$ cat src/uart_echo_pkg.sv
//####################
// Constants assume a 12 MHz iCE_CLK and a fixed 9600 baud line
// CLKS_PER_BIT must divide evenly enough that timing error stays small
// Frame format is fixed 8N1 with no parity
//####################
`default_nettype none

package uart_echo_pkg;

	// Clock and line rate
	localparam int CLK_FREQ_HZ  = 12_000_000;                 // iCE_CLK frequency
	localparam int BAUD_RATE    = 9600;                       // Serial line rate
	localparam int CLKS_PER_BIT = CLK_FREQ_HZ / BAUD_RATE;    // 1250 cycles per bit
	localparam int HALF_BIT     = CLKS_PER_BIT / 2;           // Sample point inside a bit
	localparam int BIT_CNT_W    = 11;                         // Holds 0 to CLKS_PER_BIT-1

	// One serial data byte
	typedef logic [7:0] uart_byte_t;

	// Bits 3:0 upper nibble of last good byte, bit 4 framing error flag
	typedef logic [4:0] leds_t;

	// Receiver states
	typedef enum logic [1:0] {
		RX_IDLE,  // Waiting for falling edge
		RX_START, // Checking start bit at mid-bit
		RX_DATA,  // Sampling eight data bits
		RX_STOP   // Checking stop bit
	} rx_state_t;

	// Transmitter states
	typedef enum logic [1:0] {
		TX_IDLE,  // Line held high
		TX_START, // Driving start bit
		TX_DATA,  // Shifting data LSB first
		TX_STOP   // Driving stop bit
	} tx_state_t;

	// Echo control states
	typedef enum logic [1:0] {
		EC_IDLE,    // Nothing held
		EC_PENDING, // Byte held, transmitter busy
		EC_LAUNCH   // Start pulse out this cycle
	} echo_state_t;

endpackage

`default_nettype wire

$ cat src/baud_timer.sv
//####################
// Counter runs only while run is high
// Count is zero on the first cycle of run
// Strobes are combinational decodes of the count
//####################
`timescale 1ns/1ns
`default_nettype none

module baud_timer import uart_echo_pkg::*; (
	input  wire  iCE_CLK,
	input  wire  rst_n,
	input  logic run,     // High while a frame is in progress
	output logic bit_mid, // One cycle at the sample point
	output logic bit_end  // One cycle at the last clock of a bit
);

	logic [BIT_CNT_W-1:0] count; // Position inside the current bit
	logic                 at_end; // Count sits on the last clock of a bit

	assign at_end = (count == BIT_CNT_W'(CLKS_PER_BIT - 1));

	// Bit period counter
	always_ff @(posedge iCE_CLK or negedge rst_n) begin
		if (!rst_n) begin
			count <= '0;
		end else if (!run) begin
			count <= '0;                      // Clears as soon as run drops
		end else if (at_end) begin
			count <= '0;                      // Wrap into next bit
		end else begin
			count <= count + 1'b1;
		end
	end

	// Strobes only while the counter is live
	assign bit_mid = run && (count == BIT_CNT_W'(HALF_BIT - 1));
	assign bit_end = run && at_end;

	// Counter stays inside one bit period
	a_count_range: assert property (
		@(posedge iCE_CLK) disable iff (!rst_n)
		count < BIT_CNT_W'(CLKS_PER_BIT)
	);

endmodule

`default_nettype wire

$ cat src/echo_ctrl.sv
//####################
// Holds a single byte, a newer one overwrites it
// tx_start only fires while tx_busy is low
// LED 4 latches a framing error until the next good byte
//####################
`timescale 1ns/1ns
`default_nettype none

module echo_ctrl import uart_echo_pkg::*; (
	input  wire        iCE_CLK,
	input  wire        rst_n,
	input  logic       rx_valid,     // Good byte strobe
	input  logic       rx_frame_err, // Bad frame strobe
	input  uart_byte_t rx_byte,      // Received data
	input  logic       tx_busy,      // Transmitter in use
	output logic       tx_start,     // Launch pulse
	output uart_byte_t tx_byte,      // Byte to echo
	output leds_t      leds          // Board LEDs
);

	echo_state_t state; // Echo FSM

	// Echo FSM
	always_ff @(posedge iCE_CLK or negedge rst_n) begin
		if (!rst_n) begin
			state    <= EC_IDLE;
			tx_start <= 1'b0;
		end else begin
			tx_start <= 1'b0;              // Single cycle pulse
			case (state)
				EC_IDLE, EC_PENDING: begin
					if (rx_valid || state == EC_PENDING) begin
						if (!tx_busy) begin
							tx_start <= 1'b1;    // Launch next cycle
							state    <= EC_LAUNCH;
						end else begin
							state <= EC_PENDING; // Wait for transmitter
						end
					end
				end
				EC_LAUNCH: begin
					// tx_busy rises next cycle, so a new byte must wait
					state <= rx_valid ? EC_PENDING : EC_IDLE;
				end
				default: state <= EC_IDLE;
			endcase
		end
	end

	// Held byte, newest wins
	always_ff @(posedge iCE_CLK) begin
		if (rx_valid) begin
			tx_byte <= rx_byte;
		end
	end

	// LED word
	always_ff @(posedge iCE_CLK or negedge rst_n) begin
		if (!rst_n) begin
			leds <= '0;
		end else if (rx_valid) begin
			leds[3:0] <= rx_byte[7:4];     // Upper nibble
			leds[4]   <= 1'b0;             // Good byte clears error
		end else if (rx_frame_err) begin
			leds[4] <= 1'b1;               // Nibble left as is
		end
	end

endmodule

`default_nettype wire

$ cat src/uart_echo_top.sv
//####################
// iCE40 board at 12 MHz, 8N1 at 9600 baud
// rs232_rx is asynchronous to iCE_CLK
// rst_n is asynchronous, active low
// Only one echo byte is buffered
//####################
`timescale 1ns/1ns
`default_nettype none

module uart_echo_top import uart_echo_pkg::*; (
	input  wire   iCE_CLK,
	input  wire   rst_n,
	input  logic  rs232_rx, // Serial in from host
	output logic  rs232_tx, // Serial echo to host
	output leds_t leds      // Nibble and error LEDs
);

	logic       rx_run;       // Receiver timer enable
	logic       rx_bit_mid;   // Receiver sample strobe
	logic       tx_run;       // Transmitter timer enable
	logic       tx_bit_end;   // Transmitter bit boundary
	logic       rx_valid;     // Good frame
	logic       rx_frame_err; // Bad stop bit
	uart_byte_t rx_byte;      // Received data
	logic       tx_start;     // Echo launch
	uart_byte_t tx_byte;      // Echo data
	logic       tx_busy;      // Echo in progress

	baud_timer rx_timer (
		.iCE_CLK (iCE_CLK),
		.rst_n   (rst_n),
		.run     (rx_run),
		.bit_mid (rx_bit_mid),
		.bit_end ()               // Receiver stops at stop-bit middle
	);

	baud_timer tx_timer (
		.iCE_CLK (iCE_CLK),
		.rst_n   (rst_n),
		.run     (tx_run),
		.bit_mid (),              // Transmitter works on bit edges
		.bit_end (tx_bit_end)
	);

	uart_rx u_rx (
		.iCE_CLK      (iCE_CLK),
		.rst_n        (rst_n),
		.rx           (rs232_rx),
		.bit_mid      (rx_bit_mid),
		.run          (rx_run),
		.rx_valid     (rx_valid),
		.rx_frame_err (rx_frame_err),
		.rx_byte      (rx_byte)
	);

	echo_ctrl u_ctrl (
		.iCE_CLK      (iCE_CLK),
		.rst_n        (rst_n),
		.rx_valid     (rx_valid),
		.rx_frame_err (rx_frame_err),
		.rx_byte      (rx_byte),
		.tx_busy      (tx_busy),
		.tx_start     (tx_start),
		.tx_byte      (tx_byte),
		.leds         (leds)
	);

	uart_tx u_tx (
		.iCE_CLK  (iCE_CLK),
		.rst_n    (rst_n),
		.tx_start (tx_start),
		.tx_byte  (tx_byte),
		.bit_end  (tx_bit_end),
		.run      (tx_run),
		.tx       (rs232_tx),
		.tx_busy  (tx_busy)
	);

endmodule

`default_nettype wire

$ cat src/uart_rx.sv
//####################
// rx is asynchronous and passes a two-flop synchronizer
// A start bit must still be low at mid-bit or it is dropped
// Frame result pulses one cycle after the stop-bit sample
// rx_byte holds until the next good frame
//####################
`timescale 1ns/1ns
`default_nettype none

module uart_rx import uart_echo_pkg::*; (
	input  wire        iCE_CLK,
	input  wire        rst_n,
	input  logic       rx,           // Serial line from the pin
	input  logic       bit_mid,      // Sample strobe from rx_timer
	output logic       run,          // Keeps rx_timer counting
	output logic       rx_valid,     // Good frame, one cycle
	output logic       rx_frame_err, // Low stop bit, one cycle
	output uart_byte_t rx_byte       // Last good byte
);

	rx_state_t  state;     // Receiver FSM
	logic       rx_meta;   // First synchronizer stage
	logic       rx_sync;   // Second synchronizer stage
	logic       rx_prev;   // For falling edge detect
	logic       rx_fall;   // Line went high to low
	logic [2:0] bit_idx;   // Data bit being sampled
	uart_byte_t shift_reg; // Data collected LSB first

	// Two-flop synchronizer plus edge history
	always_ff @(posedge iCE_CLK or negedge rst_n) begin
		if (!rst_n) begin
			rx_meta <= 1'b1;               // Idle line is high
			rx_sync <= 1'b1;
			rx_prev <= 1'b1;
		end else begin
			rx_meta <= rx;
			rx_sync <= rx_meta;
			rx_prev <= rx_sync;
		end
	end

	assign rx_fall = rx_prev && !rx_sync;

	// Timer runs for the whole frame
	assign run = (state != RX_IDLE);

	// Receiver FSM
	always_ff @(posedge iCE_CLK or negedge rst_n) begin
		if (!rst_n) begin
			state        <= RX_IDLE;
			bit_idx      <= '0;
			rx_valid     <= 1'b0;
			rx_frame_err <= 1'b0;
		end else begin
			rx_valid     <= 1'b0;          // Pulses by default
			rx_frame_err <= 1'b0;
			case (state)
				RX_IDLE: begin
					if (rx_fall) begin
						state <= RX_START;     // Timer starts next cycle
					end
				end
				RX_START: begin
					if (bit_mid) begin
						if (!rx_sync) begin
							state   <= RX_DATA;  // Real start bit
							bit_idx <= '0;
						end else begin
							state <= RX_IDLE;    // Glitch, go back
						end
					end
				end
				RX_DATA: begin
					if (bit_mid) begin
						if (bit_idx == 3'd7) begin
							state <= RX_STOP;
						end else begin
							bit_idx <= bit_idx + 1'b1;
						end
					end
				end
				RX_STOP: begin
					if (bit_mid) begin
						state        <= RX_IDLE; // Free for next start edge
						rx_valid     <= rx_sync;
						rx_frame_err <= !rx_sync;
					end
				end
				default: state <= RX_IDLE;
			endcase
		end
	end

	// Data path
	always_ff @(posedge iCE_CLK) begin
		if (state == RX_DATA && bit_mid) begin
			shift_reg <= {rx_sync, shift_reg[7:1]}; // LSB arrives first
		end
		if (state == RX_STOP && bit_mid && rx_sync) begin
			rx_byte <= shift_reg;              // Only good frames update
		end
	end

	// A frame ends as good or bad, never both
	a_one_result: assert property (
		@(posedge iCE_CLK) disable iff (!rst_n)
		!(rx_valid && rx_frame_err)
	);

endmodule

`default_nettype wire

$ cat src/uart_tx.sv
//####################
// tx_start is taken only in TX_IDLE
// Line goes low the cycle after tx_start
// tx_busy covers start bit through end of stop bit
//####################
`timescale 1ns/1ns
`default_nettype none

module uart_tx import uart_echo_pkg::*; (
	input  wire        iCE_CLK,
	input  wire        rst_n,
	input  logic       tx_start, // Launch pulse
	input  uart_byte_t tx_byte,  // Sampled with tx_start
	input  logic       bit_end,  // Bit boundary from tx_timer
	output logic       run,      // Keeps tx_timer counting
	output logic       tx,       // Registered serial line
	output logic       tx_busy   // Frame in progress
);

	tx_state_t  state;     // Transmitter FSM
	logic [2:0] bit_idx;   // Data bit on the line
	uart_byte_t shift_reg; // Remaining data bits

	assign tx_busy = (state != TX_IDLE);
	assign run     = tx_busy;          // Timer spans the whole frame

	// Transmitter FSM and line register
	always_ff @(posedge iCE_CLK or negedge rst_n) begin
		if (!rst_n) begin
			state   <= TX_IDLE;
			bit_idx <= '0;
			tx      <= 1'b1;               // Idle high
		end else begin
			case (state)
				TX_IDLE: begin
					if (tx_start) begin
						state <= TX_START;
						tx    <= 1'b0;         // Start bit
					end
				end
				TX_START: begin
					if (bit_end) begin
						state   <= TX_DATA;
						bit_idx <= '0;
						tx      <= shift_reg[0]; // Bit 0
					end
				end
				TX_DATA: begin
					if (bit_end) begin
						if (bit_idx == 3'd7) begin
							state <= TX_STOP;
							tx    <= 1'b1;       // Stop bit
						end else begin
							bit_idx <= bit_idx + 1'b1;
							tx      <= shift_reg[0];
						end
					end
				end
				TX_STOP: begin
					if (bit_end) begin
						state <= TX_IDLE;      // Line already high
					end
				end
				default: state <= TX_IDLE;
			endcase
		end
	end

	// Shift register
	always_ff @(posedge iCE_CLK) begin
		if (state == TX_IDLE && tx_start) begin
			shift_reg <= tx_byte;
		end else if (bit_end && (state == TX_START || state == TX_DATA)) begin
			shift_reg <= {1'b0, shift_reg[7:1]}; // Next bit into [0]
		end
	end

	// Idle line is always high
	a_idle_high: assert property (
		@(posedge iCE_CLK) disable iff (!rst_n)
		(state == TX_IDLE) |-> tx
	);

	// Controller must wait for idle
	a_no_start_busy: assert property (
		@(posedge iCE_CLK) disable iff (!rst_n)
		tx_start |-> !tx_busy
	);

endmodule

`default_nettype wire
$ cat config.mk
export PLATFORM = sky130hd
export DESIGN_NAME = uart_echo_top
export DESIGN_NICKNAME = d
export VERILOG_FILES = /design/src/uart_echo_pkg.sv /design/src/baud_timer.sv /design/src/echo_ctrl.sv /design/src/uart_echo_top.sv /design/src/uart_rx.sv /design/src/uart_tx.sv
export SDC_FILE = /design/constraint.sdc
export NUM_CORES = 1
export LEC_CHECK = 0
export ABC_CLOCK_PERIOD_IN_PS = 2800
export BUFFER_PORTS_ARGS = -buffer_cell sky130_fd_sc_hd__buf_4
export CORE_ASPECT_RATIO = 1.1
export CORE_MARGIN = 2
export CORE_UTILIZATION = 55
export CTS_CLUSTER_DIAMETER = 40
export DETAILED_ROUTE_END_ITERATION = 12
export PLACE_DENSITY_LB_ADDON = 0.25
export SYNTH_ARGS = -nofsm -noshare
export SYNTH_HDL_FRONTEND = slang
export SYNTH_SLANG_ARGS = --single-unit
$ cat constraint.sdc
create_clock -name iCE_CLK -period 2.8 [get_ports iCE_CLK]
set_clock_uncertainty 0.15 [all_clocks]
set_input_delay 0.14 -clock iCE_CLK [delete_from_list [all_inputs] [get_ports iCE_CLK]]
set_output_delay 0.14 -clock iCE_CLK [all_outputs]
set_load 0.03 [all_outputs]
Word level (Yosys, flattened, before mapping). Index checks and enable logic that the tools add are counted.

$add $sub $neg: 4. $mul: 0. Div/mod/pow operators: 0. Magnitude comparators: 0. Eq/ne operators: 27. Shift-type cells: 0. Multiplexer cells: 46. Bitwise operators: 0. Reduce and logical (&&, ||, !) cells: 27.

Operators by type and width (count): two-way mux 11 bit (4); two-way mux 2 bit (13); adder 11 x 1 -> 11 bit (second input constant) (2); equality test 11 bit (second input constant) (2); two-way mux 3 bit (7); inequality test 2 x 1 -> 1 bit (second input constant) (10); two-way mux 8 bit (2); case mux 2 bit (4 select lines) (2); AND reduction 5 bit (3); two-way mux 1 bit (14); case mux 3 bit (2 select lines) (2); nonzero test 2 bit (6); equality test 11 x 10 -> 1 bit (second input constant) (1); equality test 2 bit (second input constant) (5); logical AND 1 bit (8); inequality test 2 bit (second input constant) (4); AND reduction 4 bit (2); adder 3 x 1 -> 3 bit (second input constant) (2); equality test 2 x 1 -> 1 bit (second input constant) (3); equality test 3 bit (second input constant) (2); logical NOT 2 bit (3); case mux 2 bit (2 select lines) (1); case mux 1 bit (3 select lines) (1); nonzero test 3 bit (1); 3 further kinds (4).

Flip-flop bits (word level): 78. Latch bits: 0. Bits in writable memories: 0. Bits in read-only memories: 0. Bits of input ports: 3. Output and inout bits: 6. Logic and storage cells: 124. Memories: 0.

Logic depth before layout (Yosys ltp).
Depth after elaboration: 5. Depth in mapped cells: 6. Gate-level depth less buffers: 6.

Hierarchy. Synthesis repeated with hierarchy kept, for this count alone.

Cells, all modules: 257. Area total of the unflattened synthesis: 3430.8 um2.

By module, submodules not included: baud_timer (instances 2, cells each 61, area each 596.8 um2, sequential area each 275.3 um2); uart_rx (instances 1, cells each 46, area each 915.9 um2, sequential area each 734.5 um2); uart_tx (instances 1, cells each 61, area each 777.0 um2, sequential area each 391.6 um2); echo_ctrl (instances 1, cells each 28, area each 544.3 um2, sequential area each 440.4 um2).

Worst setup path before layout. OpenSTA, ideal clock, no wires.

Kind: reg-to-reg. Start: register tx_timer.count[1]. End: register u_tx.shift_reg[0] (enable). Setup time: 385 ps. Arrival time: 1804 ps. Data required time: 2265 ps. Slack: 461 ps. Stages on the path, launching flop included: 6. Path buffers: 0. Cell sequence: dfrtp_1 -> inv_1 -> ha_1 -> nand4bb_1 -> o31ai_1 -> a21boi_0.

Cells in the longest elaborated chain, start to end: 4.

Ends and longest elaborated chain: from (decl) (RTL line baud_timer.sv:17) `logic [BIT_CNT_W-1:0] count;`; from (signal assigned) (RTL line baud_timer.sv:31) `count <= count + 1'b1;`; equality test 11 bit (RTL line baud_timer.sv:20) `assign at_end = (count == BIT_CNT_W'(CLKS_PER_BIT - 1));`; logical AND 1 bit (RTL line baud_timer.sv:37) `assign bit_end = run && at_end;`; logical AND 1 bit (RTL line uart_tx.sv:73) `end else if (bit_end && (state == TX_START || state == TX_DATA)) begin`; nonzero test 2 bit (no source line); to (signal assigned) (RTL line uart_tx.sv:72) `shift_reg <= tx_byte;`; to (signal assigned) (RTL line uart_tx.sv:74) `shift_reg <= {1'b0, shift_reg[7:1]};`; to (decl) (RTL line uart_tx.sv:22) `uart_byte_t shift_reg;`.

No other way between the ends. A chain may end at the register's enable or synchronous reset.

Final worst setup path.
Start: register rx_timer.count[0]. End: register u_rx.shift_reg[3] (enable).

Cells in the longest elaborated chain, start to end: 3.

Ends and longest elaborated chain: from (decl) (RTL line baud_timer.sv:17); from (signal assigned) (RTL line baud_timer.sv:31); equality test 11 x 10 -> 1 bit (RTL line baud_timer.sv:36) `assign bit_mid = run && (count == BIT_CNT_W'(HALF_BIT - 1));`; logical AND 1 bit (RTL line baud_timer.sv:36); logical AND 1 bit (RTL line uart_rx.sv:96) `if (state == RX_DATA && bit_mid) begin`; to (signal assigned) (RTL line uart_rx.sv:97) `shift_reg <= {rx_sync, shift_reg[7:1]};`; to (decl) (RTL line uart_rx.sv:27) `uart_byte_t shift_reg;`.

No other way between the ends.

==> out/results.tsv <==
stage	metric	value	unit
synth	Yosys top cell by area	dfrtp_1	
worst_setup_path	worst reg-to-reg setup slack	0.57	ns
sta	TNS Setup	0	ns
global_routing	pin count of the biggest net entering global routing	47	
synth	Mapped Area	0.00336	mm²
global_routing	antenna violations before repair	0	
sta	slew margin rel.	60.8	%
clock_tree	postcts setup bufs	0	
synth	Mapped Nets	272	
global_routing	grt total ovfl	0	
die	io pins	9	
hold_path	worst min-delay path category	in2async	
drt	drc violations	0	
finish	most frequent cells in the layout	dfrtp_1 (42), nor2_1 (34), edfxtp_1 (32)	
clock_tree	Worst-path clk slew	0.09	ns
worst_setup_path	CP Data Required Time	2.64	ns
worst_setup_path	R2R depth	6	
finish	n_diodes	0	
drt	post-DR wirelength/cell	14.0	µm
place	port bufs	8	
die	DIE HEIGHT	86.0	µm
sta	Worst-Margin Slew	0.585	ns
drt	routed via count	1884	
place	post-placement cell count	339	
place	Final HPWL DP	3390	µm
worst_setup_path	Critical path buffers and inverters	1	
finish	fin cells	357	
global_routing	number of global-route vias before repair	1856	
drt	final wirelength	5020	µm
power_and_ir_drop	Pleak	0.00151	µW
sta	final setup vio count	0	
clock_tree	number of gates resized after cts	0	
drt	Via-to-Cell Ratio	5.28	
die	DIE AREA	0.00675	mm²
worst_setup_path	CP Cell Sequence	inv_1 > ha_1 > nand4b_1 > nor3_4 > nand2_1 > nor2_1	
worst_setup_path	CP arrival	2.07	ns
synth	Ys Warns	0	
synth	Post-synth EDFFs	32	
sta	Max Slew Vio Count	0	
clock_tree	Clock Latency Late Sink	0.35	ns
worst_setup_path	CP Class	reg2reg	
worst_setup_path	delay of the slowest critical-path stage	0.47	ns
synth	top post-synthesis cells by area	dfrtp_1 (31%), edfxtp_1 (29%), ha_1 (5.2%)	
die	std cell rows	29	
drt	DRT iter0 DRCs	72	
sta	highest clock rate	449	MHz
finish	# fillers	421	
clock_tree	Clock Root Buffer	clkbuf_8	
synth	post-synthesis sequential area ratio	63.0	%
die	initial core utilization	57.5	%
synth	main flop type after synthesis	dfrtp_1	
power_and_ir_drop	Peak VDD IR	448	µV
clock_tree	CTS Sinks	78	
drt	TritonRoute pass-1 iters	5	
status	status	completed	
clock_tree	number of CTS-inserted buffers	9	
finish	nets	292	
worst_setup_path	Worst Path Max Fanout	8	
flow_run	# Max-Cap Violations	0	
finish	biggest regs	rx_timer.count: 11 flops, tx_timer.count: 11 flops	
synth	Avg Inst Size Synth	13.2	µm²
worst_setup_path	CP Launch Type	flop	
synth	async set-or-reset flop fraction in the synthesized netlist	59.0	%
sta	Hold Fails Final Rpt	0	
synth	share of the synthesized area in the top cell type	31.3	%
clock_tree	Hold Buf Count CTS	2	
worst_setup_path	critical path capture point type	flop	
worst_setup_path	cell family contributing the most delay on the critical path	simple AND/OR/NAND/NOR gates	
worst_setup_path	R2R Path End	u_rx.shift_reg[3]	
power_and_ir_drop	pwr dens	618	mW/mm²
synth	#FFs+latches synth	78	
worst_setup_path	Slowest cell on crit path	nor2_1	
synth	synthesized instance count	255	
finish	Final Cell Area	0.00373	mm²
global_routing	global-route wire length before repair	8650	µm
finish	layout cells sized above 1	19.6	%
clock_tree	worst-case clock buffer depth	2	
finish	most common cell after layout, fill and taps aside	dfrtp_1	
worst_setup_path	R2R Path Start	rx_timer.count[0]	
place	dpl cell area	0.00352	mm²
synth	library cells used by synthesis	47	
sta	RSZ-0062 raised after global routing	false	
sta	Min Clock Period, post-route	2.23	ns
sta	fin crit share	79.6	%
die	Die Width	78.5	µm
drt	remaining antenna violation count	0	
global_routing	GRT Resource Usage Total	16.9	%
clock_tree	CTS tree	yes	
finish	P&R area growth vs syn	11.1	%
place	Final Wtd Congestion	0.774	
die	Core Footprint	0.00584	mm²
clock_tree	CTS H-tree depth	3	
-- metrics by stage --
step           total power [µW]  hold WS [ns]  setup WS [ns]  utilization, %
3_3_place_gp               1490        0.0297          0.598            60.2
5_1_grt                    2420         0.215          0.402            63.9
6_report                   2310         0.178          0.572            63.9
4_1_cts                    2330         0.198          0.545            63.9
3_5_place_dp               1490        0.0372          0.525            60.2
2_1_floorplan              1440        -0.306          0.461               -
-- cell type report --
type | count | area, µm² | area share (%)
inverters | 12 | 45.0 | 1.21
well taps | 77 | 96.3 | 2.58
clock inverters | 6 | 68.8 | 1.84
repair buffers | 13 | 103 | 2.75
clock buffers | 10 | 128 | 3.42
flip-flops and latches | 78 | 2120 | 56.7
multi-input cells | 161 | 1170 | 31.5
-- metal layers --
metal	wire, µm	global-route usage (%)	part of all wire [%]
met1	2420	22.2	48
met2	2360	26.2	47
met3	131	3.26	2.6
met4	108	10.0	2.2
met5	0	0	0
-- Yosys cell counts, drive strengths merged (6+ instances only) --
cell and instances:
nand3 10, inv 12, nor2 34, edfxtp 32, ha 14, nand2 13
dfrtp 42, xor2 10, mux2 14, xnor2 7, o21ai 7, and3 6
nor3 7
-- cells by family (layout without fill, tap and decap cells) --
logic type,after synthesis,count (layout),share of synthesized area [%]
buf+inv,16,41,2.01
mux,15,15,4.99
xor+xnor,17,17,4.43
fa+ha+maj,14,14,5.21
compound gates,22,22,4.95
simple gates,93,93,15.4
flops,78,78,63.0
-- report_power, final --
part,leakage [µW],switching (µW),total (µW),internal [µW]
sequential,0.000872,72.6,1310,1240
clock,0.0000973,419,837,418
combinational,0.000543,88.1,162,74.3
total,0.00151,580,2310,1730
-- how the worst max path moves through the flow --
stage                            from                end  slack [ns]  cells past startpoint
CTS                 rx_timer.count[0]  u_rx.shift_reg[4]        0.54                      6
global route        rx_timer.count[0]  u_rx.shift_reg[7]        0.40                      6
finish              rx_timer.count[0]  u_rx.shift_reg[3]        0.57                      6
global placement    rx_timer.count[3]  u_rx.shift_reg[4]        0.60                      4
floorplan           tx_timer.count[1]  u_tx.shift_reg[0]        0.46                      5
detailed placement  rx_timer.count[0]  u_rx.shift_reg[3]        0.52                      6
Note: power is estimated with default switching activity, not from simulation.
